**src/hdl/mopshub_pkg.sv**
```systemverilog
// Shared types for the hub receive readout path
// Word, mailbox entry and uplink frame layouts plus channel limits

package mopshub_pkg;

   // Channel limits
   localparam int MAX_CHANNELS = 32;
   localparam int CHANNEL_ID_W = $clog2(MAX_CHANNELS);

   localparam int CAN_WORD_W = 16;

   // One received data word from a channel controller
   typedef logic [CAN_WORD_W-1:0] can_word_t;

   // Channel number, wide enough for the largest hub
   typedef logic [CHANNEL_ID_W-1:0] channel_id_t;

   // What a mailbox offers the shared readout bus
   typedef struct packed {
      can_word_t data;
      logic      overrun;
   } rx_entry_t;

   // One frame towards the uplink
   // Parity is even over data only
   typedef struct packed {
      channel_id_t channel;
      can_word_t   data;
      logic        overrun;
      logic        parity;
   } uplink_frame_t;

   // Even parity bit for a data word
   function automatic logic even_parity(input can_word_t word);
      return ^word;
   endfunction

endpackage

```
**src/hdl/can_rx_mailbox.sv**
```systemverilog
// Receive mailbox of one CAN channel
// Keeps the latest word, a pending flag for readout and an overrun flag
// when a waiting word gets overwritten

module can_rx_mailbox
   import mopshub_pkg::*;
(
   input  logic      clock,
   input  logic      reset,
   input  logic      rx_valid,
   input  can_word_t rx_data,
   input  logic      grant,
   output logic      pending,
   output rx_entry_t entry
);

   can_word_t word_q;
   logic      pending_q;
   logic      overrun_q;

   // Pending and overrun tracking
   always_ff @(posedge clock) begin
      if (reset) begin
         pending_q <= 1'b0;
         overrun_q <= 1'b0;
      end else begin
         if (rx_valid) begin
            pending_q <= 1'b1;
            // Lost data only if the old word was not read out this cycle
            overrun_q <= pending_q & ~grant;
         end else if (grant) begin
            pending_q <= 1'b0;
            overrun_q <= 1'b0;
         end
      end
   end

   // Data storage
   always_ff @(posedge clock) begin
      if (rx_valid) begin
         word_q <= rx_data;
      end
   end

   assign pending       = pending_q;
   assign entry.data    = word_q;
   assign entry.overrun = overrun_q;

endmodule

```
**src/hdl/mopshub_readout_top.sv**
```systemverilog
// Receive readout path of the CAN hub
// Per-channel mailboxes share one readout bus through the arbiter,
// and granted words leave as uplink frames

module mopshub_readout_top
   import mopshub_pkg::*;
#(
   parameter int N_CHANNELS = MAX_CHANNELS
) (
   input  logic                  clock,
   input  logic                  reset,
   input  logic [N_CHANNELS-1:0] rx_valid,
   input  can_word_t             rx_data [N_CHANNELS],
   input  logic                  choose_bus_start,
   output channel_id_t           bus_rec_select,
   output can_word_t             readdata,
   output logic                  irq_can_rec,
   output logic                  choose_bus_end,
   output uplink_frame_t         frame,
   output logic                  frame_valid
);

   logic [N_CHANNELS-1:0] can_rec;
   logic [N_CHANNELS-1:0] grant;
   rx_entry_t             entries [N_CHANNELS];
   rx_entry_t             granted_entry;

   // One mailbox per channel
   for (genvar ch = 0; ch < N_CHANNELS; ch++) begin : g_mailbox
      can_rx_mailbox i_mailbox (
         .clock    (clock),
         .reset    (reset),
         .rx_valid (rx_valid[ch]),
         .rx_data  (rx_data[ch]),
         .grant    (grant[ch]),
         .pending  (can_rec[ch]),
         .entry    (entries[ch])
      );
   end

   node_readdata_decoder #(
      .N_CHANNELS (N_CHANNELS)
   ) i_decoder (
      .clock            (clock),
      .reset            (reset),
      .choose_bus_start (choose_bus_start),
      .can_rec          (can_rec),
      .entries          (entries),
      .grant            (grant),
      .bus_rec_select   (bus_rec_select),
      .readdata         (readdata),
      .granted_entry    (granted_entry),
      .irq_can_rec      (irq_can_rec),
      .choose_bus_end   (choose_bus_end)
   );

   uplink_frame_packer i_packer (
      .clock          (clock),
      .reset          (reset),
      .irq_can_rec    (irq_can_rec),
      .bus_rec_select (bus_rec_select),
      .granted_entry  (granted_entry),
      .frame          (frame),
      .frame_valid    (frame_valid)
   );

endmodule

```
**src/hdl/node_readdata_decoder.sv**
```systemverilog
// Readout bus arbiter for the channel mailboxes
// Grants the shared bus to the lowest pending channel on each start strobe
// and answers every request with choose_bus_end one cycle later

module node_readdata_decoder
   import mopshub_pkg::*;
#(
   parameter int N_CHANNELS = MAX_CHANNELS
) (
   input  logic                  clock,
   input  logic                  reset,
   input  logic                  choose_bus_start,
   input  logic [N_CHANNELS-1:0] can_rec,
   input  rx_entry_t             entries [N_CHANNELS],
   output logic [N_CHANNELS-1:0] grant,
   output channel_id_t           bus_rec_select,
   output can_word_t             readdata,
   output rx_entry_t             granted_entry,
   output logic                  irq_can_rec,
   output logic                  choose_bus_end
);

   logic [N_CHANNELS-1:0] request;
   logic                  win_found;
   channel_id_t           win_idx;
   logic [N_CHANNELS-1:0] win_onehot;
   logic                  transfer;

   // A mailbox granted last cycle still shows pending until this edge
   assign request = can_rec & ~grant;

   // Lowest set bit of request, as one-hot
   assign win_onehot = request & (~request + 1'b1);
   assign win_found  = |request;
   assign transfer   = choose_bus_start & win_found;

   // Priority encoder, scanning down so the lowest index is kept
   always_comb begin
      win_idx = '0;
      for (int i = N_CHANNELS - 1; i >= 0; i--) begin
         if (request[i]) begin
            win_idx = channel_id_t'(i);
         end
      end
   end

   // Request handshake and grant strobe
   always_ff @(posedge clock) begin
      if (reset) begin
         choose_bus_end <= 1'b0;
         irq_can_rec    <= 1'b0;
         grant          <= '0;
      end else begin
         choose_bus_end <= choose_bus_start;
         irq_can_rec    <= transfer;
         grant          <= transfer ? win_onehot : '0;
      end
   end

   // Bus contents, held until the next transfer
   always_ff @(posedge clock) begin
      if (reset) begin
         bus_rec_select <= '0;
         readdata       <= '0;
         granted_entry  <= '0;
      end else if (transfer) begin
         bus_rec_select <= win_idx;
         readdata       <= entries[win_idx].data;
         granted_entry  <= entries[win_idx];
      end
   end

endmodule

```
**src/hdl/uplink_frame_packer.sv**
```systemverilog
// Uplink frame packer
// Turns each granted readout word into a frame with channel number,
// overrun flag and even parity

module uplink_frame_packer
   import mopshub_pkg::*;
(
   input  logic          clock,
   input  logic          reset,
   input  logic          irq_can_rec,
   input  channel_id_t   bus_rec_select,
   input  rx_entry_t     granted_entry,
   output uplink_frame_t frame,
   output logic          frame_valid
);

   uplink_frame_t next_frame;

   // Frame fields from the current bus contents
   always_comb begin
      next_frame.channel = bus_rec_select;
      next_frame.data    = granted_entry.data;
      next_frame.overrun = granted_entry.overrun;
      next_frame.parity  = even_parity(granted_entry.data);
   end

   always_ff @(posedge clock) begin
      if (reset) begin
         frame_valid <= 1'b0;
      end else begin
         frame_valid <= irq_can_rec;
      end
   end

   // Frame stays after the strobe until the next transfer
   always_ff @(posedge clock) begin
      if (reset) begin
         frame <= '0;
      end else if (irq_can_rec) begin
         frame <= next_frame;
      end
   end

endmodule

```
**config.mk**
```make
export PLATFORM = sky130hd
export DESIGN_NAME = mopshub_readout_top
export DESIGN_NICKNAME = d
export VERILOG_FILES = /design/src/hdl/mopshub_pkg.sv /design/src/hdl/can_rx_mailbox.sv /design/src/hdl/mopshub_readout_top.sv /design/src/hdl/node_readdata_decoder.sv /design/src/hdl/uplink_frame_packer.sv
export SDC_FILE = /design/constraint.sdc
export NUM_CORES = 1
export LEC_CHECK = 0
export BUFFER_PORTS_ARGS = -buffer_cell sky130_fd_sc_hd__buf_2
export CORE_MARGIN = 4
export CORE_UTILIZATION = 35
export DETAILED_ROUTE_END_ITERATION = 6
export GPL_TIMING_DRIVEN = 0
export HOLD_SLACK_MARGIN = 0.12
export PLACE_DENSITY_LB_ADDON = 0.3
export SYNTH_ARGS = -nofsm -noshare
export SYNTH_HDL_FRONTEND = slang
export SYNTH_SLANG_ARGS = --single-unit
```
**constraint.sdc**
```tcl
create_clock -name clock -period 6.9 [get_ports clock]
set_clock_uncertainty 0.1 [all_clocks]
set_input_delay 0.345 -clock clock [delete_from_list [all_inputs] [get_ports clock]]
set_output_delay 0.345 -clock clock [all_outputs]
set_load 0.05 [all_outputs]
```
; ---- Word-level counts from Yosys, hierarchy flattened
; Index checks and enable logic that the tools add are counted.
[op_classes]
addsub = 1
n_lt_le_gt_ge = 1
n_mux = 131
n_bitwise = 71
reduce_logical = 35
[ops]
columns = cell, n
row1 = two-way mux 5 bit, 32
row2 = two-way mux 1 bit, 96
row3 = binary-select mux 17 bit (select 5 bit), 1
row4 = bitwise AND 32 bit, 2
row5 = NOT 32 bit, 2
row6 = nonzero test 2 bit, 32
row7 = two-way mux 17 bit, 2
row8 = bitwise AND 1 bit, 33
row9 = NOT 1 bit, 33
row10 = adder 32 x 1 -> 32 bit (second input constant), 1
row11 = OR reduction 32 bit, 1
row12 = parity 16 bit, 1
row13 = greater-or-equal comparator 6 bit (second input constant), 1
row14 = NOT 5 -> 6 bit, 1
row15 = OR reduction 2 bit, 1
[word_totals]
register_bits = 656
input_bits = 547
out_inout_bits = 47
wordCells = 346

; ---- Longest topological paths before layout
; Gate-level depths: netlist of the first run.
[logic_depth]
depth_word = 38
mapped_depth = 14
mapped_depth_nobuf = 11

; ---- Modules after synthesis
; Synthesis of the first run repeated with hierarchy kept, for this count alone.
[hier_totals]
cells_unflattened = 1907
area_unflattened_um2 = 26312.7
[modules_own_cells]
columns = mod, n_inst, cells_per_inst, area_per_inst_um2, seq_area_each_um2
row1 = can_rx_mailbox, 32, 24, 563.0, 520.5
row2 = node_readdata_decoder, 1, 1048, 7335.8, 1121.1
row3 = uplink_frame_packer, 1, 91, 959.7, 480.5

; ---- Worst setup path after synthesis of the first run
; No wires, ideal clock.
[synth_timing]
kind = register to register
startpoint = register g_mailbox[13].i_mailbox.pending_q
endpoint = register i_decoder.readdata[15]
arrival_time_ps = 2479
required_ps = 6719
path_slack_ps = 4240
stages_incl_launch_ff = 13
path_buffers = 2
synth_period_minus_slack_ps = 2660
cell_sequence = dfxtp_1 > nor2b_4 > o21bai_1 > a2111oi_2 > o211ai_1 > or2_1 > buf_4 > buf_6 > mux2i_1 > a221oi_2 > o21ai_1 > a211o_1 > a41oi_1
[synth_via]
elab_chain_len = 19
[synth_rtl]
columns = item, line_no
row1 = "start, declared", can_rx_mailbox.sv:18  ; logic pending_q;
row2 = "start signal, assigned", can_rx_mailbox.sv:24  ; pending_q <= 1'b0;
row3 = "start signal, assigned", can_rx_mailbox.sv:28  ; pending_q <= 1'b1;
row4 = "start signal, assigned", can_rx_mailbox.sv:32  ; pending_q <= 1'b0;
row5 = bitwise AND 32 bit (*), node_readdata_decoder.sv:30  ; assign request = can_rec & ~grant;
row6 = two-way mux 5 bit (14 in a row), node_readdata_decoder.sv:41  ; if (request[i]) begin
row7 = NOT 5 -> 6 bit (not written as such), node_readdata_decoder.sv:68  ; readdata <= entries[win_idx].data;
row8 = binary-select mux 17 bit (select 5 bit), node_readdata_decoder.sv:68
row9 = two-way mux 17 bit (not written as such) (2 in a row), node_readdata_decoder.sv:68
row10 = "end signal, assigned", node_readdata_decoder.sv:68
row11 = "end, declared", node_readdata_decoder.sv:17  ; output can_word_t readdata,
; Mark *: on every way between the ends. The rest lies on a longest branch, timed or not. The select of a mux whose other input is x is not followed.
; A chain may end at the register's enable or synchronous reset.

; ---- Worst setup path after layout of the first run
[layout_timing]
startpoint = register g_mailbox[0].i_mailbox.pending_q
endpoint = register i_decoder.readdata[11]
[layout_via]
elab_chain_len = 6
[layout_rtl]
columns = item, line_no
row1 = "start, declared", can_rx_mailbox.sv:18
row2 = "start signal, assigned", can_rx_mailbox.sv:24
row3 = "start signal, assigned", can_rx_mailbox.sv:28
row4 = "start signal, assigned", can_rx_mailbox.sv:32
row5 = bitwise AND 32 bit (*), node_readdata_decoder.sv:30
row6 = two-way mux 5 bit, node_readdata_decoder.sv:41
row7 = NOT 5 -> 6 bit (not written as such), node_readdata_decoder.sv:68
row8 = binary-select mux 17 bit (select 5 bit), node_readdata_decoder.sv:68
row9 = two-way mux 17 bit (not written as such) (2 in a row), node_readdata_decoder.sv:68
; Marks and branches as above.

==> flow_results.org, run 1 <==
** Outcome
- The flow ran to the end, and the final reports show no timing, DRC or antenna violations.

** Power and ir drop
- IR analysis of the VDD net gives a maximum drop of 0.214 mV.
- Total power of the final layout :: 10600 µW
- Dividing total power by cell area gives a power density of 282 mW/mm².
- Standby leakage power :: 0.0150 µW

** STA
- Final critical-path required period :: 4820 ps
- Slew headroom :: 10.1%
- The final count of pins violating max slew was 0.
- Transition time of the tightest slew-check pin :: 1350 ps
- Achievable clock frequency :: 207 MHz
- Total count of hold-check failures in the final report :: 0
- The worst path meets setup with 2080 ps of slack.
- RSZ-0062 raised after global routing :: false
- Final period util :: 69.9%
- After routing, the total negative slack on setup checks comes to 0 ps.
- Final Setup Violations :: 0

** Layout
- After filler insertion, the fill cell instance count of the layout stands at 6219.
- Cells fill 51.5% of the core in the end.
- Cells with a size suffix above 1 make up 25.6% of the layout.
- Layout Area Growth over Synthesis :: 45.3%
- After the flow finishes, the layout carries non-filler instances totaling 4158.
- Total number of nets in the final design :: 3672

** Global route
- Entering global routing, the biggest net connects 19 pins.
- The via count of the first global-routing pass is 23400.
- After global routing the overflow that remains totals 0.
- The initial antenna violation count is 9.
- Gr usage total :: 29.9%
- Wire length of the first global-routing pass :: 166000 µm

** Hold path
- Type of the worst min-delay path :: in2reg

** Logic synthesis
- Synthesis instantiated 65 different standard cells from the library.
- For this run, asynchronously set or reset flops after synthesis account for 0%.
- In the synthesized netlist, the number of instances is 1942.
- The most used flip-flop cell after synthesis is sky130_fd_sc_hd__edfxtp_1.
- Synth Register Bits :: 656
- Proportion of synthesized chip area in sequential cells :: 70.5%
- Ranked by instance count, the synthesized netlist is headed by sky130_fd_sc_hd__edfxtp_1 (512), sky130_fd_sc_hd__nand2_1 (367), sky130_fd_sc_hd__mux2i_1 (152), sky130_fd_sc_hd__dfxtp_1 (144), sky130_fd_sc_hd__nand3_1 (110).
- Top-count cell post-synth :: sky130_fd_sc_hd__edfxtp_1
- During synthesis, Yosys emitted a total of 0 warnings.
- Area fraction of the dominant cell type after synthesis :: 59.4%
- Synth area leader :: sky130_fd_sc_hd__edfxtp_1
- The synthesized design contains 512 enable-type register cells.
- The number of nets handed over by synthesis was 2489.
- Synth Area per Inst :: 13.3 µm²
- Leading cell types by total area after synthesis :: sky130_fd_sc_hd__edfxtp_1 (59%), sky130_fd_sc_hd__dfxtp_1 (11%), sky130_fd_sc_hd__mux2i_1 (5.9%), sky130_fd_sc_hd__nand2_1 (5.3%), sky130_fd_sc_hd__nand3_1 (2.1%)
- The cell area that synthesis handed to floorplanning was 0.0259 mm².

** Critical path
- Setup crit start kind :: flop
- STA classifies the critical path endpoint as a flop.
- Path type of the worst setup path :: reg2reg
- Walking the worst path, the cells encountered are nor2b_1 -> nor4_2 -> nand2_1 -> nor3_2 -> clkbuf_1 -> a32oi_1 -> nand3_1 -> a21o_1 -> a31oi_1.
- Data required time at the worst endpoint :: 7250 ps
- Arrival time at the worst endpoint :: 5170 ps
- Along the worst path, the maximum fanout reaches 10.
- Delay of the slowest cell on the worst path :: 1150 ps
- Library cell contributing the largest single delay on the critical path :: sky130_fd_sc_hd__nor3_2

** CTS
- Max Buffers Root-to-Sink :: 3
- TritonCTS clock tree :: built
- Clock latency on the worst-skew pair, taken at its later pin, is 640 ps.
- Clock-pin slew was measured on the worst setup and hold paths at 60 ps.
- Post-CTS Setup Inserts :: 0
- Clock tree synthesis found a total of 656 sinks.
- The tree is rooted in a sky130_fd_sc_hd__clkbuf_16.
- The clock tree synthesis step divided the H-tree into 3 levels.
- Counting the buffers created by CTS gives 75.

** Drt
- For this run, the detailed router's first-pass iteration total came to 5.
- Average wire per standard cell :: 29.0 µm
- DR vias/cell :: 5.41
- Remaining antenna violation count after routing :: 0
- Routed Wire Length :: 121000 µm
- Remaining DRCs :: 0
- The detailed router finished its first iteration with 2321 violations.
- Via count of the routed design :: 22500

** Floorplan
- Starting Density :: 35.4%
- The die is 280 µm wide.
- The floorplan step defined a die boundary enclosing 0.0784 mm².
- Die Ht :: 280 µm
- Core Footprint :: 0.0731 mm²
- The floorplan has 99 rows.
- Number of primary I/O pins :: 594

** Placement
- At the end of routability-driven placement, the weighted congestion stood at 0.951.
- Once detailed placement completed, the half-perimeter wirelength came to 85400 µm.
- Once placement completed, the tool counted placed cells totaling 3493.
- Port-buffer cells :: 592
- OpenSTA, run right after detailed placement, puts the worst setup slack at 2220 ps.

** Flow run
- Max-capacitance violation count :: 0
sequential cells by signal, summed over array words and instances, names as in the netlist:
register and count:
g_mailbox.i_mailbox.overrun_q 32, g_mailbox.i_mailbox.pending 32, g_mailbox.i_mailbox.word_q 512, i_decoder.bus_rec_select 5, i_decoder.choose_bus_end 1, i_decoder.grant 32
i_decoder.granted_entry 1, i_decoder.irq_can_rec 1, i_decoder.readdata 16, i_packer.frame 23, i_packer.frame_valid 1
critical path, delay by kind of cell, from the launching register on:
kind / cells / cell delay, ps
flops: 1 / 330
buf+inv: 1 / 830
simple gates: 5 / 2810
compound gates: 3 / 570
through the flow:
stage | area, µm² | hold WS (ps)
after CTS | 37600 | 131
after global placement | 30100 | 305
after detailed placement | 30100 | 309
after global routing | 37600 | 133
final | 37600 | 159
after floorplan | 25900 | 294
placed cells by master, fill, tap and decap left out, types with 6 or more instances in the layout:
cell and instances:
sky130_fd_sc_hd__dlygate4sd3_1 514, sky130_fd_sc_hd__clkbuf_16 75, sky130_fd_sc_hd__clkinvlp_4 6, sky130_fd_sc_hd__buf_4 26, sky130_fd_sc_hd__o211ai_1 9, sky130_fd_sc_hd__edfxtp_1 512
sky130_fd_sc_hd__buf_2 644, sky130_fd_sc_hd__a41oi_1 8, sky130_fd_sc_hd__o21ai_0 10, sky130_fd_sc_hd__clkinv_1 6, sky130_fd_sc_hd__a31oi_1 37, sky130_fd_sc_hd__xnor2_1 13
sky130_fd_sc_hd__a211oi_1 19, sky130_fd_sc_hd__mux2i_1 152, sky130_fd_sc_hd__buf_6 7, sky130_fd_sc_hd__dfxtp_1 144, sky130_fd_sc_hd__nor2_1 108, sky130_fd_sc_hd__buf_1 6
sky130_fd_sc_hd__nand2_1 367, sky130_fd_sc_hd__nor2b_1 28, sky130_fd_sc_hd__clkinv_2 15, sky130_fd_sc_hd__nand4_1 21, sky130_fd_sc_hd__nor4_1 7, sky130_fd_sc_hd__o21ai_1 6
sky130_fd_sc_hd__nor3_1 52, sky130_fd_sc_hd__nand3_1 110, sky130_fd_sc_hd__diode_2 13, sky130_fd_sc_hd__a32oi_1 51, sky130_fd_sc_hd__a21oi_1 18, sky130_fd_sc_hd__nand2b_1 29
sky130_fd_sc_hd__a311oi_1 8, sky130_fd_sc_hd__a21o_1 15, sky130_fd_sc_hd__clkbuf_1 54, sky130_fd_sc_hd__and2_1 11
final timing paths:
kind	from	endpoint	slack (ps)	cells after the start
max	g_mailbox[0].i_mailbox.pending	i_decoder.readdata[11]	2080	9
min	rx_valid[24]	g_mailbox[24].i_mailbox.word_q[0]	160	1
max reg2reg	g_mailbox[0].i_mailbox.pending	i_decoder.readdata[11]	2080	9
min reg2reg	i_decoder.grant[9]	g_mailbox[9].i_mailbox.overrun_q	320	1
logic make-up after synthesis:
logic type | count (synthesis) | synth area share (%)
compound gates | 214 | 6.42
simple gates | 774 | 13.8
flops | 656 | 70.5
mux | 156 | 6.05
buf+inv | 127 | 2.67
xor+xnor | 15 | 0.507
where the power goes:
group | leakage, µW | internal [µW] | total (µW) | switching, µW
logic | 0.00770 | 701 | 1950 | 1250
clock network | 0.00116 | 2220 | 3930 | 1710
registers | 0.00619 | 4580 | 4720 | 136
total | 0.0150 | 7500 | 10600 | 3100
area by class of cell:
| class | count | area [µm²] | share of cell area, % |
|---|---|---|---|
| Sequential cell | 656 | 18300 | 48.5 |
| Timing Repair Buffer | 1106 | 8110 | 21.6 |
| Multi-Input combinational cell | 1159 | 6940 | 18.5 |
| Clock buffer | 98 | 1990 | 5.30 |
| Tap cell | 959 | 1200 | 3.19 |
| Buffer | 125 | 684 | 1.82 |
| Clock inverter | 40 | 390 | 1.04 |
| Antenna cell | 13 | 32.5 | 0.0865 |
| Inverter | 2 | 7.51 | 0.0200 |
metal layers:
layer	vias to the layer above	share of wire [%]	track usage, %
met5	-	0.022	0
met4	4	3.6	9.81
met3	264	9.9	7.21
met2	1478	48	50.8
met1	11100	39	37.7
li1	9597	-	-
what timing repair did:
action	in CTS	in global routing
hold buffers	514	0
hold endpoints to repair	518	0
resized for setup	0	0
No activity file was read; power rests on OpenSTA's default activity.
==> inputs of run 2 (changes only) <==
Settings changed: ABC_AREA from default to 1.
Clock period 6.9 ns to 4.6 ns, I/O delays scaled along.
==> run 2 against run 1 <==
The run now ends with DRC left. First-iteration DRC count rose by 16%. Register-to-register slack got worse by 2000 ps. Combinational power rose by 70%. Core utilization fell by 0.46 points. Cell count rose by 24%. Flip-flop and latch count did not move. Sequential power rose by 49%. Sequential share of layout area fell by 3.5 points. Critical path type unchanged.
==> flow_results.org, run 2 <==
** Outcome
- The run finished, with violations left.
- Violations in the final reports :: DRC

** Layout
- The number of flip-flops in the largest register came to 512 (unchanged).
- Total number of nets in the final design :: 4581 (+25%)
- Commonest non-fill, non-tap cell in the layout :: sky130_fd_sc_hd__buf_2
- The library cells used most frequently in the layout, excluding fill and tap cells, are sky130_fd_sc_hd__buf_2 (635), sky130_fd_sc_hd__nand2_1 (586), sky130_fd_sc_hd__nand3_1 (586).
- The proportion of layout cells with a drive suffix above 1 was 19.8% (-5.8 points).
- The register with the most flip-flops in the final layout is g_mailbox.i_mailbox.word_q.
- Number of filler cells placed in the layout :: 7081 (+14%)
- Compared with the post-synthesis result, the final layout area differs by 43.5%.
- Post-route insts no fill :: 5161 (+24%)

** Drt
- The iteration count of the initial detailed-routing pass came to 7 (+2).
- The mean routed wirelength per cell is 25.7 µm (-11%).
- The post-route DRC violation count is 1 (+1).
- The number of antenna-violating nets in the routed design is 0 (unchanged).
- Iter 0 DRT Violations :: 2694 (+16%)
- The number of vias in the routed layout is 26500 (+18%).
- DR vias/cell :: 5.14 (-4.9%)
- The total wirelength of the detailed-routed design was 132000 µm (+9.9%).

** Global route
- The global-route congestion overflow total came to 0 (unchanged).
- Wire length of the first global-routing pass :: 185000 µm (+11%)
- The overall fraction of global-route tracks in use came to 30.1% (+0.20 points).
- Antenna violations before repair :: 14 (+5)
- The via count of the first global-routing pass came to 26800 (+15%).
- The maximum number of pins on one net before global-route repair was 20 (+1).

** Power and ir drop
- Design internal power :: 11600 µW (+55%)
- The fraction of power spent switching nets was 30.0% (+0.73 points).
- The clock share of power came to 37.6% (+0.5 points).
- The part of the total power dissipated in sequential elements is 42.4% (-2.1 points).
- Power Dens Cells :: 409 mW/mm² (+45%)
- The combinational power share came to 20.0% (+1.6 points).
- Standby leakage power :: 0.0180 µW (+20%)
- Switching power of the nets :: 4970 µW (+60%)
- Peak supply drop :: 0.283 mV (+32%)

** Critical path
- The worst setup path is of the reg2reg kind.
- The startpoint identified for the worst register-to-register timing path is g_mailbox[24].i_mailbox.pending.
- Delay of the slowest cell on the worst path :: 700 ps (-450 ps)
- The biggest fanout along the worst timing path came to 10 (unchanged).
- Critical Path Sink Type :: flop
- Cells along the critical path :: inv_1 -> or2_1 -> nand2_1 -> o31ai_1 -> nand2_1 -> nand2_1 -> nand2_1 -> a21oi_1 -> clkinv_1 -> clkbuf_1 -> clkbuf_1 -> nand3_1 -> nand3_1 -> nand2_1 -> nand2_1 -> nand3_1 -> nand2_1 -> inv_1
- The slack of the worst reg-to-reg path was 100 ps (-1980 ps).
- End of the worst register-to-register path :: i_decoder.readdata[7]
- Data required time at the worst endpoint :: 5080 ps (-2170 ps)
- Setup crit start kind :: flop
- The worst reg-to-reg path cell count came to 18 (+9).
- Arrival time at the worst endpoint :: 4980 ps (-190 ps)
- Library cell contributing the largest single delay on the critical path :: sky130_fd_sc_hd__a21oi_1
- The cell that appears most often on the critical path is sky130_fd_sc_hd__nand2_1.
- The critical path starts at g_mailbox[24].i_mailbox.pending.

** Floorplan
- Die extent in x :: 292 µm (+4.3%)
- The initial core utilization came to 35.5% (+0.12 points).
- The boundary pin count was 594 (unchanged).
- Die Ht :: 292 µm (+4.3%)
- The number of cell rows is 103 (+4.0%).
- Core Footprint :: 0.0794 mm² (+8.6%)
- The full die area is 0.0852 mm² (+8.7%).

** STA
- Transition time of the tightest slew-check pin :: 1220 ps (-128 ps)
- RSZ-0062 raised after global routing :: false
- Total Neg Setup Slack :: 0 ps (unchanged)
- Final Setup Violations :: 0 (unchanged)
- The highest achievable clock rate is 222 MHz (+7.1%).
- The final-report hold violation count is 0 (unchanged).
- The minimum setup slack in the final design came to 97.4 ps (-1980 ps).
- The max-slew headroom at the worst pin came to 18.7% (+8.6 points).
- Final period util :: 97.9% (+28 points)
- Count of pins over their slew limit :: 0 (unchanged)
- Final critical-path required period :: 4500 ps (-318 ps)

** Logic synthesis
- By area, the combinational part of the netlist is dominated by simple AND/OR/NAND/NOR gates.
- In the synthesized netlist the dominant register cell turns out to be sky130_fd_sc_hd__edfxtp_1.
- Synth Register Bits :: 656 (unchanged)
- The netlist area before placement is 0.0282 mm² (+9.0%).
- In the post-synthesis netlist, the biggest area contributors are sky130_fd_sc_hd__edfxtp_1 (54%), sky130_fd_sc_hd__nand3_1 (10%), sky130_fd_sc_hd__dfxtp_1 (10%), sky130_fd_sc_hd__nand2_1 (7.8%), sky130_fd_sc_hd__inv_1 (5.1%).
- After synthesis, the most frequently instantiated cells are sky130_fd_sc_hd__nand2_1 (586), sky130_fd_sc_hd__nand3_1 (586), sky130_fd_sc_hd__edfxtp_1 (512), sky130_fd_sc_hd__inv_1 (387), sky130_fd_sc_hd__dfxtp_1 (144).
- The mux share of post-synthesis cell area is 0% (-6.1 points).
- The portion of synthesized cell area occupied by the leading cell type was 54.5% (-4.9 points).
- Synth area leader :: sky130_fd_sc_hd__edfxtp_1
- The xor-xnor portion of the synthesized cell area came to 0.435% (-0.073 points).
- The count of unique library cells instantiated by Yosys was 35 (-46%).
- Cells after synthesis :: 2822 (+45%)
- Synth Area per Inst :: 10.0 µm² (-25%)
- The sequential area share after synthesis came to 64.7% (-5.8 points).
- Number of enable-type register cells in the synthesized netlist :: 512 (unchanged)
- The area share of and/or/nand/nor cells after synthesis was 24.0% (+10 points).
- The adder and majority cell fraction of the synthesized area is 0% (unchanged).
- The number of warnings printed during yosys synthesis came to 0 (unchanged).
- The proportion of register bits with asynchronous set or reset after synthesis was 0% (unchanged).
- The complex-gate fraction of the synthesized area came to 2.28% (-4.1 points).
- Net count of the mapped netlist :: 3369 (+35%)

** Placement
- Port-buffer cells :: 592 (unchanged)
- The half-perimeter wire length of the detailed placement result came to 93500 µm (+9.4%).
- Pre-CTS WS :: -219 ps (-2440 ps)
- The number of cells after detailed placement was 4464 (+28%).
- The placer's final routability congestion estimate is 0.964 (+1.4%).

** CTS
- Clock Root Buffer :: sky130_fd_sc_hd__clkbuf_16
- TritonCTS sink count :: 656 (unchanged)
- Count of H-tree levels built during CTS :: 3 (unchanged)
- Reg clk slew, reported paths :: 60 ps (about the same)
- The total clock buffers created by CTS came to 76 (+1.3%).
- The clock tree buffer depth is 3 (unchanged).
- Clock latency on the worst-skew pair :: 640 ps (about the same)
- Post-CTS Setup Inserts :: 0 (unchanged)
- TritonCTS clock tree :: built

** Hold path
- In this run the most critical hold path is launched from rx_valid[26].
- Hold worst-path end :: g_mailbox[26].i_mailbox.pending
- Hold path cells :: 3 (+2)
- Type of the worst min-delay path :: in2reg

** Flow run
- Max-capacitance violation count :: 0 (unchanged)
run 2: cell types whose count changed after synthesis, sizes merged, moves of 36 or more:
cell,previous run,this run
a31oi,37,0
nor3,54,18
nand3,110,586
inv,2,390
a32oi,51,0
nand2,368,587
nand3b,2,114
clkbuf,34,71
mux2i,152,0
run 2: worst max-delay path: cells and delay by family (launching register included):
kind | cells | cell delay, ps
flops | 1 | 300
simple gates | 11 | 1390
buf+inv | 5 | 1650
compound gates | 2 | 1010
run 2: how the worst max path moves through the flow:
stage,to,slack [ps]
6_report,i_decoder.readdata[7],100
5_1_grt,i_decoder.readdata[8],20
4_1_cts,i_decoder.readdata[13],8
3_5_place_dp,i_decoder.readdata[15],-220
3_3_place_gp,i_decoder.readdata[15],-210
2_1_floorplan,i_decoder.granted_entry[0],1820
run 2: kinds of logic after synthesis:
| group | count (synthesis) |
|---|---|
| AOI/OAI and AO/OA | 105 |
| xor gates and xnor gates | 14 |
| buffers and inverters | 576 |
| DFF | 656 |
| and+or+nand+nor | 1471 |
run 2: repair_timing:
action	CTS	global route
hold buffers	542	0
endpoints found under the setup margin	12	15
pin swaps	0	0
resized for setup	1	20
endpoints found under the hold margin	957	0
run 2: layer usage:
layer / share of wire, % / track usage [%] / up-vias
met5: 0.042 / 0 / -
met4: 4.4 / 11.9 / 8
met3: 8.9 / 6.02 / 329
met2: 48 / 51.1 / 1523
met1: 38 / 37.8 / 12800
li1: - / - / 11900
run 2: per-stage QoR:
| stage | total power, µW | util [%] | hold WS [ps] | area [µm²] |
|---|---|---|---|---|
| after CTS | 16500 | 50.9 | 122 | 40400 |
| after global routing | 17100 | 51.0 | 125 | 40500 |
| after detailed placement | 10000 | 40.9 | 308 | 32500 |
| final | 16600 | 51.0 | 132 | 40500 |
| after floorplan | 8590 | - | 229 | 28200 |
| after global placement | 9970 | 40.9 | 305 | 32500 |
run 2: layout make-up:
cell class	instances	area [µm²]	area share, %
clock buffer	93	2060	5.09
multi-input combinational	1590	7560	18.7
clock inverter	48	454	1.12
timing repair buffer	1134	8390	20.7
inverter	392	1470	3.63
sequential	656	18300	45.1
buffer	184	958	2.37
tap	1050	1310	3.24
antenna	14	35.0	0.0865
run 2: power by group through the flow:
| stage | logic [µW] | clock network, µW | registers [µW] |
|---|---|---|---|
| after floorplan | 1440 | 0 | 7150 |
| after global placement | 2830 | 0 | 7150 |
| after detailed placement | 2850 | 0 | 7150 |
| after CTS | 3240 | 6270 | 7030 |
| after global routing | 3520 | 6540 | 7070 |
| final | 3310 | 6240 | 7030 |
==> inputs of run 3 (changes only) <==
Settings changed: PLACE_DENSITY_LB_ADDON 0.3 to 0.12.
==> run 3 against run 2 <==
The run now ends clean. Worst setup slack gained 110 ps. Sequential power is essentially flat. Non-clock buffer count is the same. Flip-flop and latch count is the same. Routed wire length grew 1.0%. Global-route usage grew 0.54 points. Combinational power is essentially flat. Clock-buffer cell count grew 14. Via count shrank 0.99%. Core utilization is essentially flat. Cell area is essentially flat. Critical path type unchanged.
==> flow_results.org, run 3 (synthesis results as in run 2) <==
** Global route
- GR met2 Demand/Resource :: 51.8% (+0.68 points)
- The initial antenna violation count is 18 (+4).
- The met3 routing resource usage after global routing is 5.66% (-0.37 points).
- Via count of the first global-routing pass :: 26400 (-1.6%)
- The overall fraction of global-route tracks in use was 30.6% (+0.54 points).
- The met1 usage in global routing is 39.3% (+1.5 points).
- Wire length of the first global-routing pass :: 187000 µm (+0.95%)
- Largest net degree at the start of global routing :: 20 (unchanged)
- Most Crowded Layer GR :: met2
- The global-route congestion overflow total came to 0 (unchanged).

** CTS
- The clock sink count is 656 (unchanged).
- The insertion delay of the later-clocked pin in the worst-skew pair is 630 ps (about the same).
- The clock-pin transition on the worst setup and hold timing paths is 60 ps (about the same).
- TritonCTS clock tree :: built
- Number of buffers added by the clock tree synthesis step :: 78 (+2.6%)
- The number of levels in the clock H-tree is 3 (unchanged).
- Max Buffers Root-to-Sink :: 3 (unchanged)
- Clock Root Buffer :: sky130_fd_sc_hd__clkbuf_16

** Power and ir drop
- Clock power share :: 37.5% (about the same)
- Switching power of the nets :: 4890 µW (-1.6%)
- The power per cell area came to 408 mW/mm² (-0.34%).
- Total power of the final layout :: 16500 µW (-0.30%)
- Switching share of total power :: 29.6% (-0.40 points)
- Proportion of power drawn by combinational gates :: 19.9% (about the same)
- Standby leakage power :: 0.0180 µW (about the same)
- The part of the total power dissipated in sequential elements is 42.6% (+0.2 points).
- Peak supply drop :: 0.251 mV (-12%)
- The internal power of the cells is 11600 µW (+0.28%).

** Critical path
- In this run the worst setup path begins at g_mailbox[26].i_mailbox.pending.
- Logic depth of the worst register-to-register path :: 23 (+5)
- Arrival time at the worst endpoint :: 4860 ps (-120 ps)
- By startpoint and endpoint, the worst setup path is classified as reg2reg.
- The critical path required time was 5070 ps (about the same).
- Worst-path fanout max :: 10 (unchanged)
- In this run the worst setup path terminates at i_decoder.readdata[10].
- Worst flop-to-flop path startpoint :: g_mailbox[26].i_mailbox.pending
- Critical Path Sink Type :: flop
- Setup crit start kind :: flop
- The worst register-to-register path ends at i_decoder.readdata[10].
- Worst reg-to-reg setup slack :: 210 ps (+110 ps)

** STA
- The count of final setup violators came to 0 (unchanged).
- Achievable clock frequency :: 228 MHz (+2.6%)
- The final-report hold violation count came to 0 (unchanged).
- RSZ-0062 raised after global routing :: true
- Transition time of the tightest slew-check pin :: 1180 ps (-39.8 ps)
- Final critical-path required period :: 4390 ps (-113 ps)
- The max-slew headroom at the worst pin was 21.4% (+2.7 points).
- The share of the clock period used by the worst path after layout was 95.4% (-2.5 points).
- The final count of pins violating max slew is 0 (unchanged).

** Layout
- The proportion of layout cells with a drive suffix above 1 is 19.8% (about the same).
- Most flop-heavy register :: g_mailbox.i_mailbox.word_q
- The area of the multi-input gates was 0.00756 mm² (about the same).
- The total number of nets in the final design came to 4583 (+0.044%).
- Flip-flop count of the largest register after layout :: 512 (unchanged)
- The post-layout instance count excluding filler cells came to 5164 (+0.058%).
- Most frequent cells in the layout :: sky130_fd_sc_hd__buf_2 (637), sky130_fd_sc_hd__nand2_1 (586), sky130_fd_sc_hd__nand3_1 (586)
- Number of filler cells placed in the layout :: 7423 (+4.8%)
- Commonest non-fill, non-tap cell in the layout :: sky130_fd_sc_hd__buf_2
- The final design area excluding fillers was 0.0405 mm² (about the same).
- Reg area :: 0.0183 mm² (unchanged)
- The synthesis-to-finish area growth came to 43.6% (about the same).

** Floorplan
- The die span in x is 292 µm (unchanged).
- The height of the die was 292 µm (unchanged).
- Number of primary I/O pins :: 594 (unchanged)
- The number of cell rows is 103 (unchanged).
- The initial core utilization was 35.5% (unchanged).
- The full die area was 0.0852 mm² (unchanged).
- The total core area was 0.0794 mm² (unchanged).

** Placement
- Instance area after placement :: 0.0325 mm² (unchanged)
- The half-perimeter wire length of the detailed placement result came to 94900 µm (+1.6%).
- The number of buffers added on ports came to 592 (unchanged).
- The number of cells after detailed placement came to 4464 (unchanged).
- Final weighted congestion in routability-driven placement :: 0.917 (-4.9%)

** Hold path
- The tightest min-delay check is of the in2reg type.

** Drt
- Number of detailed-routing iterations run before antenna repair :: 6 (-1)
- Iter 0 DRT Violations :: 2606 (-3.3%)
- The mean routed wirelength per cell is 25.9 µm (+0.97%).
- Routed Wire Length :: 134000 µm (+1.0%)
- The number of antenna-violating nets in the routed design is 0 (unchanged).
- The number of vias in the routed layout was 26300 (-0.99%).
- DR vias/cell :: 5.09 (-1.1%)
- Remaining DRCs :: 0 (-1)

** Outcome
- Outcome :: complete, no violations

** Flow run
- Max-capacitance violation count :: 0 (unchanged)
[run 3: cell types whose count changed in the layout (fill, tap and decap cells not counted)]
cell / before / now
sky130_fd_sc_hd__buf_1: 22 / 23
sky130_fd_sc_hd__bufinv_16: 7 / 5
sky130_fd_sc_hd__clkbuf_8: 3 / 7
sky130_fd_sc_hd__inv_6: 7 / 2
sky130_fd_sc_hd__diode_2: 14 / 16
sky130_fd_sc_hd__a21oi_1: 35 / 34
sky130_fd_sc_hd__clkbuf_16: 79 / 81
sky130_fd_sc_hd__clkbuf_2: 6 / 4
sky130_fd_sc_hd__a21oi_2: 2 / 3
sky130_fd_sc_hd__clkinv_4: 1 / 0
sky130_fd_sc_hd__clkbuf_1: 79 / 86
sky130_fd_sc_hd__clkinv_1: 19 / 12
sky130_fd_sc_hd__buf_2: 635 / 637
sky130_fd_sc_hd__clkinv_2: 11 / 13
[run 3: layer usage]
metal	part of all wire, %	vias up
li1	-	11900
met1	40	12800
met2	48	1321
met3	7.7	290
met4	4.0	4
met5	0.016	-
[run 3: metrics by stage]
| stage | setup TNS (ps) | utilization [%] | hold WS [ps] | setup WS, ps |
|---|---|---|---|---|
| finish | 0 | 51.0 | 143 | 210 |
| detailed placement | -1070 | 40.9 | 307 | -162 |
| floorplan | 0 | - | 229 | 1820 |
| global route | 0 | 51.0 | 123 | 2.23 |
| CTS | 0 | 50.9 | 121 | 17.1 |
| global placement | -379 | 40.9 | 308 | -76.9 |
[run 3: worst min-delay path by stage]
stage / start / end / slack [ps] / cells after the start
finish: rx_valid[16] / g_mailbox[16].i_mailbox.word_q[1] / 140 / 1
global route: rx_valid[26] / g_mailbox[26].i_mailbox.word_q[15] / 120 / 1
CTS: rx_valid[24] / g_mailbox[24].i_mailbox.word_q[15] / 120 / 1
detailed placement: i_decoder.grant[11] / g_mailbox[11].i_mailbox.overrun_q / 310 / 1
global placement: rx_data[252] / g_mailbox[16].i_mailbox.word_q[12] / 310 / 1
floorplan: rx_data[496] / g_mailbox[0].i_mailbox.word_q[0] / 230 / 0
[run 3: power groups by stage]
stage / sequential [µW] / clock, µW / combinational (µW)
after CTS: 7040 / 6280 / 3230
after global placement: 7150 / 0 / 2830
final: 7040 / 6210 / 3290
after floorplan: 7150 / 0 / 1440
after global routing: 7070 / 6530 / 3500
after detailed placement: 7160 / 0 / 2840
[run 3: timing repair]
| action | 4_1_cts | 5_1_grt |
|---|---|---|
| gates resized for setup | 2 | 14 |
| gates cloned | 0 | 0 |
| buffers inserted | 0 | 0 |
| setup endpoints to repair | 14 | 17 |
| endpoints found under the hold margin | 846 | 12 |
| hold buffers | 540 | 2 |
[run 3: worst max-delay path, cell delays in order, from the launching register on]
cell and delay [ps]:
sky130_fd_sc_hd__dfxtp_1 300, sky130_fd_sc_hd__inv_1 40, sky130_fd_sc_hd__or2_1 200, sky130_fd_sc_hd__buf_2 150
sky130_fd_sc_hd__nand2_1 120, sky130_fd_sc_hd__a21oi_1 60, sky130_fd_sc_hd__o21bai_1 190, sky130_fd_sc_hd__a21oi_1 90
sky130_fd_sc_hd__nor2_1 110, sky130_fd_sc_hd__nor2_1 60, sky130_fd_sc_hd__nor2_1 120, sky130_fd_sc_hd__o21ai_1 80
sky130_fd_sc_hd__a31o_1 170, sky130_fd_sc_hd__a21oi_1 190, sky130_fd_sc_hd__buf_2 380, sky130_fd_sc_hd__clkbuf_1 910
sky130_fd_sc_hd__nand3_1 250, sky130_fd_sc_hd__nand3_1 200, sky130_fd_sc_hd__nand3_1 150, sky130_fd_sc_hd__nand2_1 150
sky130_fd_sc_hd__nand2_1 70, sky130_fd_sc_hd__nand3_1 110, sky130_fd_sc_hd__nand2_1 50, sky130_fd_sc_hd__inv_1 70
[run 3: layout make-up]
type                    count  area share, %
flip-flops and latches    656           45.1
plain buffers             184           2.35
repair buffers           1134           20.7
multi-input cells        1590           18.7
clock buffers             107           5.44
inverters                 392           3.64
diodes                     16         0.0988
clock inverters            35          0.791
well taps                1050           3.24
